`config.mk`:
```
export PLATFORM = sky130hd
export DESIGN_NAME = header_store
export DESIGN_NICKNAME = d
export VERILOG_FILES = /design/src/logic/switch_pkg.sv /design/src/logic/header_store.sv
export VERILOG_INCLUDE_DIRS = /design/src /design/src/logic
export SDC_FILE = /design/constraint.sdc
export NUM_CORES = 1
export LEC_CHECK = 0
export BUFFER_PORTS_ARGS = -buffer_cell sky130_fd_sc_hd__buf_4
export CORE_MARGIN = 5
export CORE_UTILIZATION = 50
export CTS_CLUSTER_DIAMETER = 30
export DETAILED_ROUTE_END_ITERATION = 10
export PLACE_DENSITY = 0.85
export SYNTH_ARGS = -nofsm -noshare
export SYNTH_HDL_FRONTEND = slang
export SYNTH_SLANG_ARGS = --single-unit
```
`constraint.sdc`:
```
create_clock -name clk -period 2.2 [get_ports clk]
set_clock_uncertainty 0.1 [all_clocks]
set_input_delay 0.33 -clock clk [delete_from_list [all_inputs] [get_ports clk]]
set_output_delay 0.33 -clock clk [all_outputs]
set_load 0.05 [all_outputs]
```
`src/logic/switch_macros.svh`:
```
`ifndef SWITCH_MACROS_SVH
`define SWITCH_MACROS_SVH

// port count and datapath widths
`define SW_PORTS 4
`define SW_DATA_W 8
`define SW_LEN_W 11

// destination and source MAC, in bytes
`define SW_HDR_BYTES 12

// address table, 256 entries
`define SW_TBL_AW 8

// egress frame credits
`define SW_CREDIT_INIT 2
`define SW_CREDIT_W 3

`endif
```
`src/logic/switch_pkg.sv`:
```
`include "switch_macros.svh"

package switch_pkg;

	// receive descriptor as written by the MAC
	typedef struct packed {
		logic err;
		logic [3:0] rsvd;
		logic [`SW_LEN_W-1:0] len;	// bytes incl. addresses
	} rx_desc_t;

	// address bytes in wire order, destination first
	typedef struct packed {
		logic [47:0] da;
		logic [47:0] sa;
	} mac_hdr_t;

	// one byte of the output stream
	typedef struct packed {
		logic sof;
		logic dv;
		logic [`SW_PORTS-1:0] port_map;
		logic [`SW_DATA_W-1:0] data;
	} tx_beat_t;

	typedef enum logic [2:0] {
		IDLE,
		POP,
		HEAD,
		LOOKUP,
		WAIT_CREDIT,
		EMIT,
		DRAIN
	} fsm_state_t;

endpackage

```
`src/logic/header_store.sv`:
```
`timescale 1ns/1ps
`include "switch_macros.svh"

module header_store (
	input  logic clk,
	input  logic capture,
	input  logic replay,
	input  logic [`SW_DATA_W-1:0] byte_in,
	output switch_pkg::mac_hdr_t hdr,
	output logic [`SW_DATA_W-1:0] byte_out
);
	import switch_pkg::*;

	localparam int iw = $clog2(`SW_HDR_BYTES);

	// newest byte at index 0, so the first one ends up on top
	logic [`SW_HDR_BYTES-1:0][`SW_DATA_W-1:0] hbuf;
	logic [iw-1:0] idx;
	logic [iw-1:0] sel;

	always_ff @(posedge clk) begin
		if (capture) begin
			hbuf <= {hbuf[`SW_HDR_BYTES-2:0], byte_in};
			idx <= '0;	// every capture rewinds replay
		end else if (replay) begin
			idx <= idx + 1'b1;
		end
	end

	assign sel = iw'(`SW_HDR_BYTES - 1) - idx;
	assign byte_out = hbuf[sel];
	assign hdr = mac_hdr_t'(hbuf);

endmodule

```
==> reports/metrics.yaml, run 1 <==
wl_met3_um: 618
ys_async_sr_fraction_pct: 0
fmax_mhz: 432
area_delta_synth_final_pct: 34.6
clk_pin_slew_ns: 0.09
yosys-top-cells-area: "edfxtp_1, mux4_2, mux4_1"
final_util_pct: 69.7
drt_wl_total_um: 7950
cts_buffers: 9
grt_max_degree: 35
syn_area_per_cell_um2: 22.3
crit_slowest_cell: "mux4_2"
hold_violations: 0
fin_crit_sh_pct: 105
tritoncts: "done"
fillers: 487
top_layer_used: "met4"
syn_inst: 170
cp_max_fo: 9
die-area_um2: 9430
critical-path-top-delay-family: "multiplexers"
synth_fp_nets: 182
clock_power_share_pct: 23.1
yosysMostFrequentCell: "edfxtp_1"
status: "finished with violations"
setup_viol: 8
min_period_ns: 2.31
diodes: 0
yosysSeqAreaShare_pct: 78.1
yosys-top-cells-count: "edfxtp_1, mux4_2, nand2_1"
portBuffers: 114
startpoint_type: "register"
rsz0062_at_grt: "yes"
peakVddDrop_uv: 601
hpwlAfterDp_um: 5800
wire_per_inst_um: 19.6
num_io_pins: 115
p_total_uw: 4260
cp_cell_sequence: "buf_12 -> mux4_2 -> a22oi_2 -> nand2_1 -> buf_6"
ys_warn_count: 0
powerDensity_nw_per_um2: 835
vias: 2142
grt_overflow: 0
critical_path_class: "register to output pin"
dr.pass1.iters: 4
power.share.switching_pct: 30.5
stdcell_area_um2: 5110
first_iter_violations: 101
p_leak_uw: 0.00195
die_h_um: 97.1
clock_latency_ns: 0.35
vias_per_cell: 5.28
hold_class: "primary input to register"
drv_slew: 0
fin_ws_ns: -0.114
yosysTopAreaCell: "edfxtp_1"
placed_cells: 386
drc: 0
track_usage_pct: 17.1
endpoint_kind: "output pin"
cts_root_buf: "clkbuf_8"
clockBufferDepth: 2
violations: "setup timing"
layout.nets: 315
initial_core_util_pct: 51.7
synth_edf_count: 96
grt_pass1_wl_um: 12600
p_comb_share_pct: 22.8
fin_hold_ws_ns: 0.0456
critPathArrivalTime_ns: 1.88
p_int_uw: 2960
worstMarginPinSlew_ns: 0.508
antenna_left: 0
postCtsHoldBufs: 0
drt-met1-wl_um: 3430
p_seq_share_pct: 54.1
required_ns: 1.77
htree_num_levels: 3
cpPeakStageDelay_ns: 0.53
grt_pass1_vias: 2199
p_sw_uw: 1300
timing.slew.headroom_pct: 66.0
synth_top_area_share_pct: 76.0
synth_seq_cells: 100
cap_violations: 0
post_route_cells_drive_above_1_share_pct: 58.6
path_buf_inv: 2
die_x_um: 97.1
antenna_found_initial: 0
place.gp.congestion: 0.760
final_cells: 406
core.rowCount: 31
synthFlopType: "edfxtp_1"
placed_area_um2: 4820
synth_cell_types: 18
cts_num_sinks: 100
core_um2: 7330
wl_met2_um: 3810
netlist_area_um2: 3790
-- through the flow --
step	TNS (ns)	setup slack, ns
after global placement	0	0.196
after CTS	-0.730	-0.122
after global routing	-1.25	-0.185
final	-0.572	-0.114
after detailed placement	0	0.163
after floorplan	0	0.115
-- final cells by class --
class / instances / area (um^2) / area share, %
Multi-Input combinational cell: 62 / 800 / 15.7
Clock buffer: 10 / 128 / 2.50
Tap cell: 99 / 124 / 2.43
Timing Repair Buffer: 130 / 1060 / 20.7
Sequential cell: 100 / 2970 / 58.1
Clock inverter: 5 / 28.8 / 0.564
-- placed cells by master, fill, tap and decap left out, drive strengths merged, types with 2 or more instances in the layout --
| cell type | n |
|---|---|
| buf | 130 |
| xor2 | 2 |
| clkbuf | 10 |
| dfxtp | 4 |
| nor2 | 5 |
| mux4 | 24 |
| edfxtp | 96 |
| nor2b | 2 |
| nand2 | 17 |
| a22oi | 8 |
| clkinv | 3 |
-- worst paths after layout --
path | startpoint | endpoint | slack (ns) | depth (start not counted)
setup / recovery | idx[0]$_SDFFE_PP0P_ | byte_out[1] | -0.11 | 5
hold / removal | byte_in[6] | hdr[6]$_DFFE_PP_ | 0.05 | 1
setup reg to reg | idx[0]$_SDFFE_PP0P_ | idx[1]$_SDFFE_PP0P_ | 0.89 | 5
hold reg to reg | hdr[79]$_DFFE_PP_ | hdr[87]$_DFFE_PP_ | 0.38 | 0
-- layer usage --
metal | up-vias | track usage, %
li1 | 961 | -
met1 | 1086 | 23.6
met5 | - | 0
met4 | 0 | 6.59
met2 | 85 | 26.1
met3 | 10 | 4.88
-- power groups by stage --
stage	sequential [uW]	clock (uW)	combinational (uW)
floorplan	2680	0	272
global placement	2340	0	916
detailed placement	2350	0	922
CTS	2310	1000	973
global route	2320	1080	1010
finish	2310	984	971
-- state kept, by name (all words and copies together) (netlist names) --
name,flops
idx,4
hdr,96
-- cells by family (layout without fill, tap and decap cells) --
logic type	Yosys count	in the layout	synth area share, %
flip-flops	100	100	78.1
multiplexers	25	25	15.0
AND/OR/NAND/NOR	25	25	2.67
AO/OA/AOI/OAI	8	8	1.58
buffers and inverters	8	145	1.62
XOR/XNOR	3	3	0.693
adder cells (fa/ha/maj)	1	1	0.330
-- worst reg2reg max path: cells and delay by family (launching register included) --
family / cells / cell delay (ns)
multiplexers: 1 / 0.13
buffers and inverters: 2 / 0.26
adder cells (fa/ha/maj): 1 / 0.27
flip-flops: 1 / 0.38
AND/OR/NAND/NOR: 1 / 0.05
-- timing repair --
action | 4_1_cts | 5_1_grt
endpoints found under the setup margin | 8 | 8
buffers inserted | 5 | 0
hold endpoints to repair | 0 | 0
gates resized for setup | 23 | 8
pin swaps | 4 | 1
Note: power is estimated with default switching activity, not from simulation.
==> inputs of run 2 (changes only) <==
Settings changed: BUFFER_PORTS_ARGS -buffer_cell sky130_fd_sc_hd__buf_4 to -buffer_cell sky130_fd_sc_hd__buf_2, MAX_ROUTING_LAYER set to met4.
==> run 2 against run 1 <==
  * Critical path depth is the same
  * Fmax grew 1.8%
  * Utilization shrank 3.2 points
  * Global-route usage shrank 0.92 points
  * The flow still finishes with violations (setup timing)
==> reports/metrics.yaml, run 2 (same netlist as run 1, synthesis figures left out) <==
status: "finished with violations"  # unchanged
violations: "setup timing"  # unchanged
final_util_pct: 66.5  # was 69.7%
required_ns: 1.77  # about the same
clockBufferDepth: 2  # unchanged
die_x_um: 97.1  # unchanged
initial_core_util_pct: 51.7  # unchanged
met3_usage_pct: 3.66  # was 4.88%
cts_buffers: 9  # unchanged
rsz0062_at_grt: "yes"  # unchanged
post_route_cells_drive_above_1_share_pct: 56.5  # was 58.6%
die-area_um2: 9430  # unchanged
first_iter_violations: 121  # was 101
r2r_setup_slack_ns: 0.85  # was 0.89 ns
cp_max_fo: 5  # was 9
grt_pass1_vias: 2090  # was 2199
grt_overflow: 0  # unchanged
drc: 0  # unchanged
cts_num_sinks: 100  # unchanged
fin_crit_sh_pct: 103  # was 105%
drt_wl_total_um: 7520  # was 7950 um
fillers: 502  # was 487
num_io_pins: 115  # unchanged
layout_common_cells: "buf_2, edfxtp_1, mux4_2, nand2_1"  # was buf_4, edfxtp_1, mux4_2, nand2_1, buf_6
fin_ws_ns: -0.0745  # was -0.114 ns
track_usage_pct: 16.2  # was 17.1%
die_h_um: 97.1  # unchanged
cts_root_buf: "clkbuf_8"  # unchanged
tritoncts: "done"  # unchanged
fmax_mhz: 440  # was 432 MHz
r2r-start: "idx[0]$_SDFFE_PP0P_"  # unchanged
drv_slew: 0  # unchanged
postCtsHoldBufs: 0  # unchanged
grt_max_degree: 101  # was 35
core.rowCount: 31  # unchanged
portBuffers: 114  # unchanged
endpoint_kind: "output pin"  # unchanged
antenna_left: 0  # unchanged
worstMarginPinSlew_ns: 0.506  # was 0.508 ns
tns_ns: -0.408  # was -0.572 ns
diodes: 0  # unchanged
timing.slew.headroom_pct: 66.3  # was 66.0%
critical_path_class: "register to output pin"  # unchanged
layout.nets: 313  # was 315
reg2reg_depth: 6  # was 5
setup_viol: 8  # unchanged
fin_hold_ws_ns: 0.0448  # was 0.0456 ns
critPathArrivalTime_ns: 1.84  # was 1.88 ns
place.gp.congestion: 0.758  # was 0.760
use_met1_pct: 22.3  # was 23.6%
rr_endpoint: "idx[2]$_SDFFE_PP0P_"  # was idx[1]$_SDFFE_PP0P_
startpoint_type: "register"  # unchanged
hold_violations: 0  # unchanged
clk_pin_slew_ns: 0.09  # about the same
p_leak_uw: 0.00188  # was 0.00195 uW
hpwlAfterDp_um: 5190  # was 5800 um
hold_class: "primary input to register"  # unchanged
vias_per_cell: 5.19  # was 5.28
grt.busiest_layer: "met2"  # unchanged
clock_latency_ns: 0.35  # about the same
core_um2: 7330  # unchanged
grt_pass1_wl_um: 11600  # was 12600 um
dr.pass1.iters: 6  # was 4
vias: 2102  # was 2142
grt_use_met2_pct: 23.8  # was 26.1%
antenna_found_initial: 0  # unchanged
cap_violations: 0  # unchanged
wire_per_inst_um: 18.6  # was 19.6 um
peakVddDrop_uv: 578  # was 601 uV
crit_start: "idx[0]$_SDFFE_PP0P_"  # unchanged
largest_reg_flops: 96  # unchanged
area_delta_synth_final_pct: 28.5  # was 34.6%
final_common_cell: "buf_2"  # was buf_4
powerDensity_nw_per_um2: 907  # was 835 nW/um^2
min_period_ns: 2.27  # was 2.31 ns
crit_path_end: "byte_out[7]"  # was byte_out[1]
htree_num_levels: 3  # unchanged
run 2: changes by cell type in the layout (fill, tap and decap cells not counted), moves of 2 or more:
cell / before / now
nor2b_2: 2 / 0
buf_4: 116 / 9
buf_2: 0 / 105
nor2b_1: 0 / 2
nand2_1: 11 / 15
nand2_2: 6 / 2
bufinv_16: 0 / 2
clkbuf_1: 1 / 3
clkinv_1: 2 / 0
run 2: per-layer routing:
layer / wire length (um) / part of all wire (%)
met1: 3400 / 45
met2: 3500 / 47
met3: 508 / 6.8
met4: 116 / 1.5
met5: 0 / 0
run 2: final cells by class:
| type | count | area [um^2] | share of cell area, % |
|---|---|---|---|
| multi-input cells | 62 | 790 | 16.2 |
| clock buffers | 12 | 135 | 2.77 |
| well taps | 99 | 124 | 2.54 |
| flip-flops and latches | 100 | 2970 | 60.9 |
| repair buffers | 128 | 785 | 16.1 |
| clock inverters | 4 | 73.8 | 1.51 |
run 2: worst max-delay path: stages (launching register included):
cell,delay (ns)
dfxtp_4,0.39
buf_6,0.14
mux4_2,0.51
a22oi_1,0.18
nand2_1,0.11
buf_6,0.16
run 2: stage by stage:
step / total power [uW] / setup WS, ns / instances / instance area (um^2)
3_5_place_dp: 3180 / 0.129 / 386 / 4540
2_1_floorplan: 2950 / 0.115 / 170 / 3790
3_3_place_gp: 3170 / 0.142 / 386 / 4540
5_1_grt: 4580 / -0.145 / 405 / 4870
4_1_cts: 4450 / -0.0989 / 405 / 4850
6_report: 4420 / -0.0745 / 405 / 4870
run 2: worst min path at each step:
stage / from / to / slack, ns / depth (start not counted)
6_report: byte_in[5] / hdr[5]$_DFFE_PP_ / 0.04 / 1
5_1_grt: byte_in[5] / hdr[5]$_DFFE_PP_ / 0.03 / 1
4_1_cts: byte_in[5] / hdr[5]$_DFFE_PP_ / 0.03 / 1
3_5_place_dp: hdr[14]$_DFFE_PP_ / hdr[22]$_DFFE_PP_ / 0.35 / 0
3_3_place_gp: hdr[79]$_DFFE_PP_ / hdr[87]$_DFFE_PP_ / 0.34 / 0
2_1_floorplan: capture / idx[0]$_SDFFE_PP0P_ / 0.30 / 1
run 2: where the power goes:
part           internal, uW  switching, uW  leakage (uW)
Combinational           273            627      0.000802
Clock                   643            582      0.000105
Sequential             2220           78.3      0.000973
Total                  3130           1290       0.00188
run 2: what timing repair did:
| item | in CTS | in global routing |
|---|---|---|
| gates resized for setup | 29 | 5 |
| gates cloned | 0 | 0 |
| setup endpoints to repair | 8 | 8 |
| pin swaps | 12 | 1 |
| buffers inserted | 3 | 0 |
==> inputs of run 3 (changes only) <==
Settings changed: CORE_UTILIZATION 50 to 35, PLACE_DENSITY 0.85 to 0.65.
==> run 3 against run 2 <==
  * The flow still finishes with violations (setup timing)
  * Global-route usage down 2.0 points
  * Fmax down 1.9%
  * Clock power down 6%
  * Non-clock buffer count up 2
  * Highest routed layer unchanged
==> reports/metrics.yaml, run 3 (same netlist as run 1, synthesis figures left out) <==
status: "finished with violations"  # unchanged
violations: "setup timing"  # unchanged
cts_buffers: 9  # unchanged
grt_pass1_wl_um: 13400  # was 11600 um
endpoint_kind: "output pin"  # unchanged
largest_reg_flops: 96  # unchanged
clock_latency_ns: 0.35  # about the same
final_common_cell: "buf_2"  # unchanged
area_delta_synth_final_pct: 31.1  # was 28.5%
core.rowCount: 38  # was 31
worstMarginPinSlew_ns: 0.342  # was 0.506 ns
peakVddDrop_uv: 297  # was 578 uV
initial_core_util_pct: 35.3  # was 51.7%
grt_pass1_vias: 2185  # was 2090
critical_path_class: "register to output pin"  # unchanged
required_ns: 1.77  # about the same
r2r_setup_slack_ns: 0.72  # was 0.85 ns
fin_ws_ns: -0.119  # was -0.0745 ns
cp_max_fo: 7  # was 5
portBuffers: 114  # unchanged
path_buf_inv: 2  # unchanged
clockBufferDepth: 2  # unchanged
reg2reg_depth: 7  # was 6
setup_viol: 8  # unchanged
clk_pin_slew_ns: 0.09  # about the same
fillers: 984  # was 502
hold_violations: 0  # unchanged
placed_area_um2: 4600  # was 4540 um^2
seqCellArea_um2: 2970  # unchanged
p_leak_uw: 0.00189  # was 0.00188 uW
final_cells: 448  # was 405
fin_crit_sh_pct: 105  # was 103%
hold_class: "primary input to register"  # unchanged
first_iter_violations: 97  # was 121
layout_common_cells: "buf_2, edfxtp_1, mux4_2, nand2_1"  # unchanged
multi_input_area_um2: 798  # was 790 um^2
track_usage_pct: 14.2  # was 16.2%
fmax_mhz: 431  # was 440 MHz
layout.nets: 315  # was 313
rsz0062_at_grt: "yes"  # unchanged
die_x_um: 114  # was 97.1 um
critical-path-top-delay-family: "multiplexers"  # unchanged
holdPathEnd: "hdr[5]$_DFFE_PP_"  # unchanged
rr_endpoint: "idx[2]$_SDFFE_PP0P_"  # unchanged
critPathArrivalTime_ns: 1.89  # was 1.84 ns
grt_overflow: 0  # unchanged
place.gp.congestion: 0.746  # was 0.758
core_um2: 10700  # was 7330 um^2
drt_wl_total_um: 8630  # was 7520 um
post_route_cells_drive_above_1_share_pct: 58.4  # was 56.5%
die_h_um: 114  # was 97.1 um
cts_num_sinks: 100  # unchanged
stdcell_area_um2: 4970  # was 4870 um^2
wire_per_inst_um: 19.3  # was 18.6 um
r2r-start: "idx[0]$_SDFFE_PP0P_"  # unchanged
hpwlAfterDp_um: 6070  # was 5190 um
postCtsHoldBufs: 0  # unchanged
cts_root_buf: "clkbuf_8"  # unchanged
vias: 2147  # was 2102
powerDensity_nw_per_um2: 881  # was 907 nW/um^2
crit_slowest_cell: "mux4_2"  # unchanged
min_period_ns: 2.32  # was 2.27 ns
vias_per_cell: 4.79  # was 5.19
tns_ns: -0.802  # was -0.408 ns
timing.slew.headroom_pct: 77.2  # was 66.3%
startpoint_type: "register"  # unchanged
diodes: 0  # unchanged
placed_cells: 427  # was 386
htree_num_levels: 3  # unchanged
drc: 0  # unchanged
tritoncts: "done"  # unchanged
die-area_um2: 13000  # was 9430 um^2
drv_slew: 0  # unchanged
num_io_pins: 115  # unchanged
cpPeakStageDelay_ns: 0.52  # was 0.51 ns
grt_max_degree: 49  # was 101
cap_violations: 0  # unchanged
holdPathStages: 1  # unchanged
antenna_left: 0  # unchanged
antenna_found_initial: 0  # unchanged
dr.pass1.iters: 4  # was 6
worstHoldStart: "byte_in[5]"  # unchanged
cp_cell_sequence: "buf_8 -> mux4_2 -> a22oi_2 -> nand2_1 -> buf_6"  # was buf_6 -> mux4_2 -> a22oi_1 -> nand2_1 -> buf_6
[run 3: cell count changes in the layout (fill, tap and decap cells not counted), moves of 2 or more]
cell      change
clkbuf_1      -2
a22oi_1       -2
buf_16        +2
a22oi_2       +2
[run 3: where the power goes]
part / internal, uW / switching (uW) / total (uW) / leakage [uW]
clock: 550 / 599 / 1150 / 0.0000967
combinational: 292 / 638 / 931 / 0.000822
sequential: 2220 / 87.0 / 2300 / 0.000973
[run 3: worst max path at each step]
stage,end,cells past startpoint,startpoint
final,byte_out[2],5,idx[0]$_SDFFE_PP0P_
after global routing,byte_out[3],5,idx[0]$_SDFFE_PP0P_
after CTS,byte_out[2],5,idx[0]$_SDFFE_PP0P_
after detailed placement,byte_out[0],5,idx[0]$_SDFFE_PP0P_
after global placement,byte_out[2],5,idx[0]$_SDFFE_PP0P_
after floorplan,byte_out[6],3,hdr[54]$_DFFE_PP_
[run 3: area by class of cell]
type / count / area share, %
Sequential cell: 100 / 59.6
Timing Repair Buffer: 130 / 16.9
Multi-Input combinational cell: 62 / 16.1
Tap cell: 140 / 3.52
Clock buffer: 11 / 2.84
Clock inverter: 5 / 1.03
[run 3: per-layer routing]
| metal | GRT usage (%) | share of wire (%) | vias to the layer above |
|---|---|---|---|
| met5 | - | 0 | - |
| met2 | 19.7 | 45 | 75 |
| met1 | 20.2 | 47 | 1095 |
| li1 | - | - | 965 |
| met3 | 3.12 | 6.0 | 12 |
| met4 | 6.41 | 1.6 | 0 |
[run 3: what timing repair did]
item / in CTS / in global routing
gates resized for setup: 37 / 0
hold endpoints to repair: 0 / 0
gates cloned: 2 / 0
setup endpoints to repair: 8 / 8
buffers inserted: 3 / 0
pin swaps: 16 / 0
[run 3: metrics by stage]
stage | power (uW) | worst slack, ns | hold slack (ns) | utilization [%]
detailed placement | 3200 | 0.139 | 0.358 | 42.8
floorplan | 2950 | 0.115 | 0.302 | -
CTS | 4450 | -0.167 | 0.00993 | 46.3
global placement | 3190 | 0.184 | 0.351 | 42.8
global route | 4560 | -0.222 | 0.0114 | 46.3
finish | 4380 | -0.119 | 0.0421 | 46.3
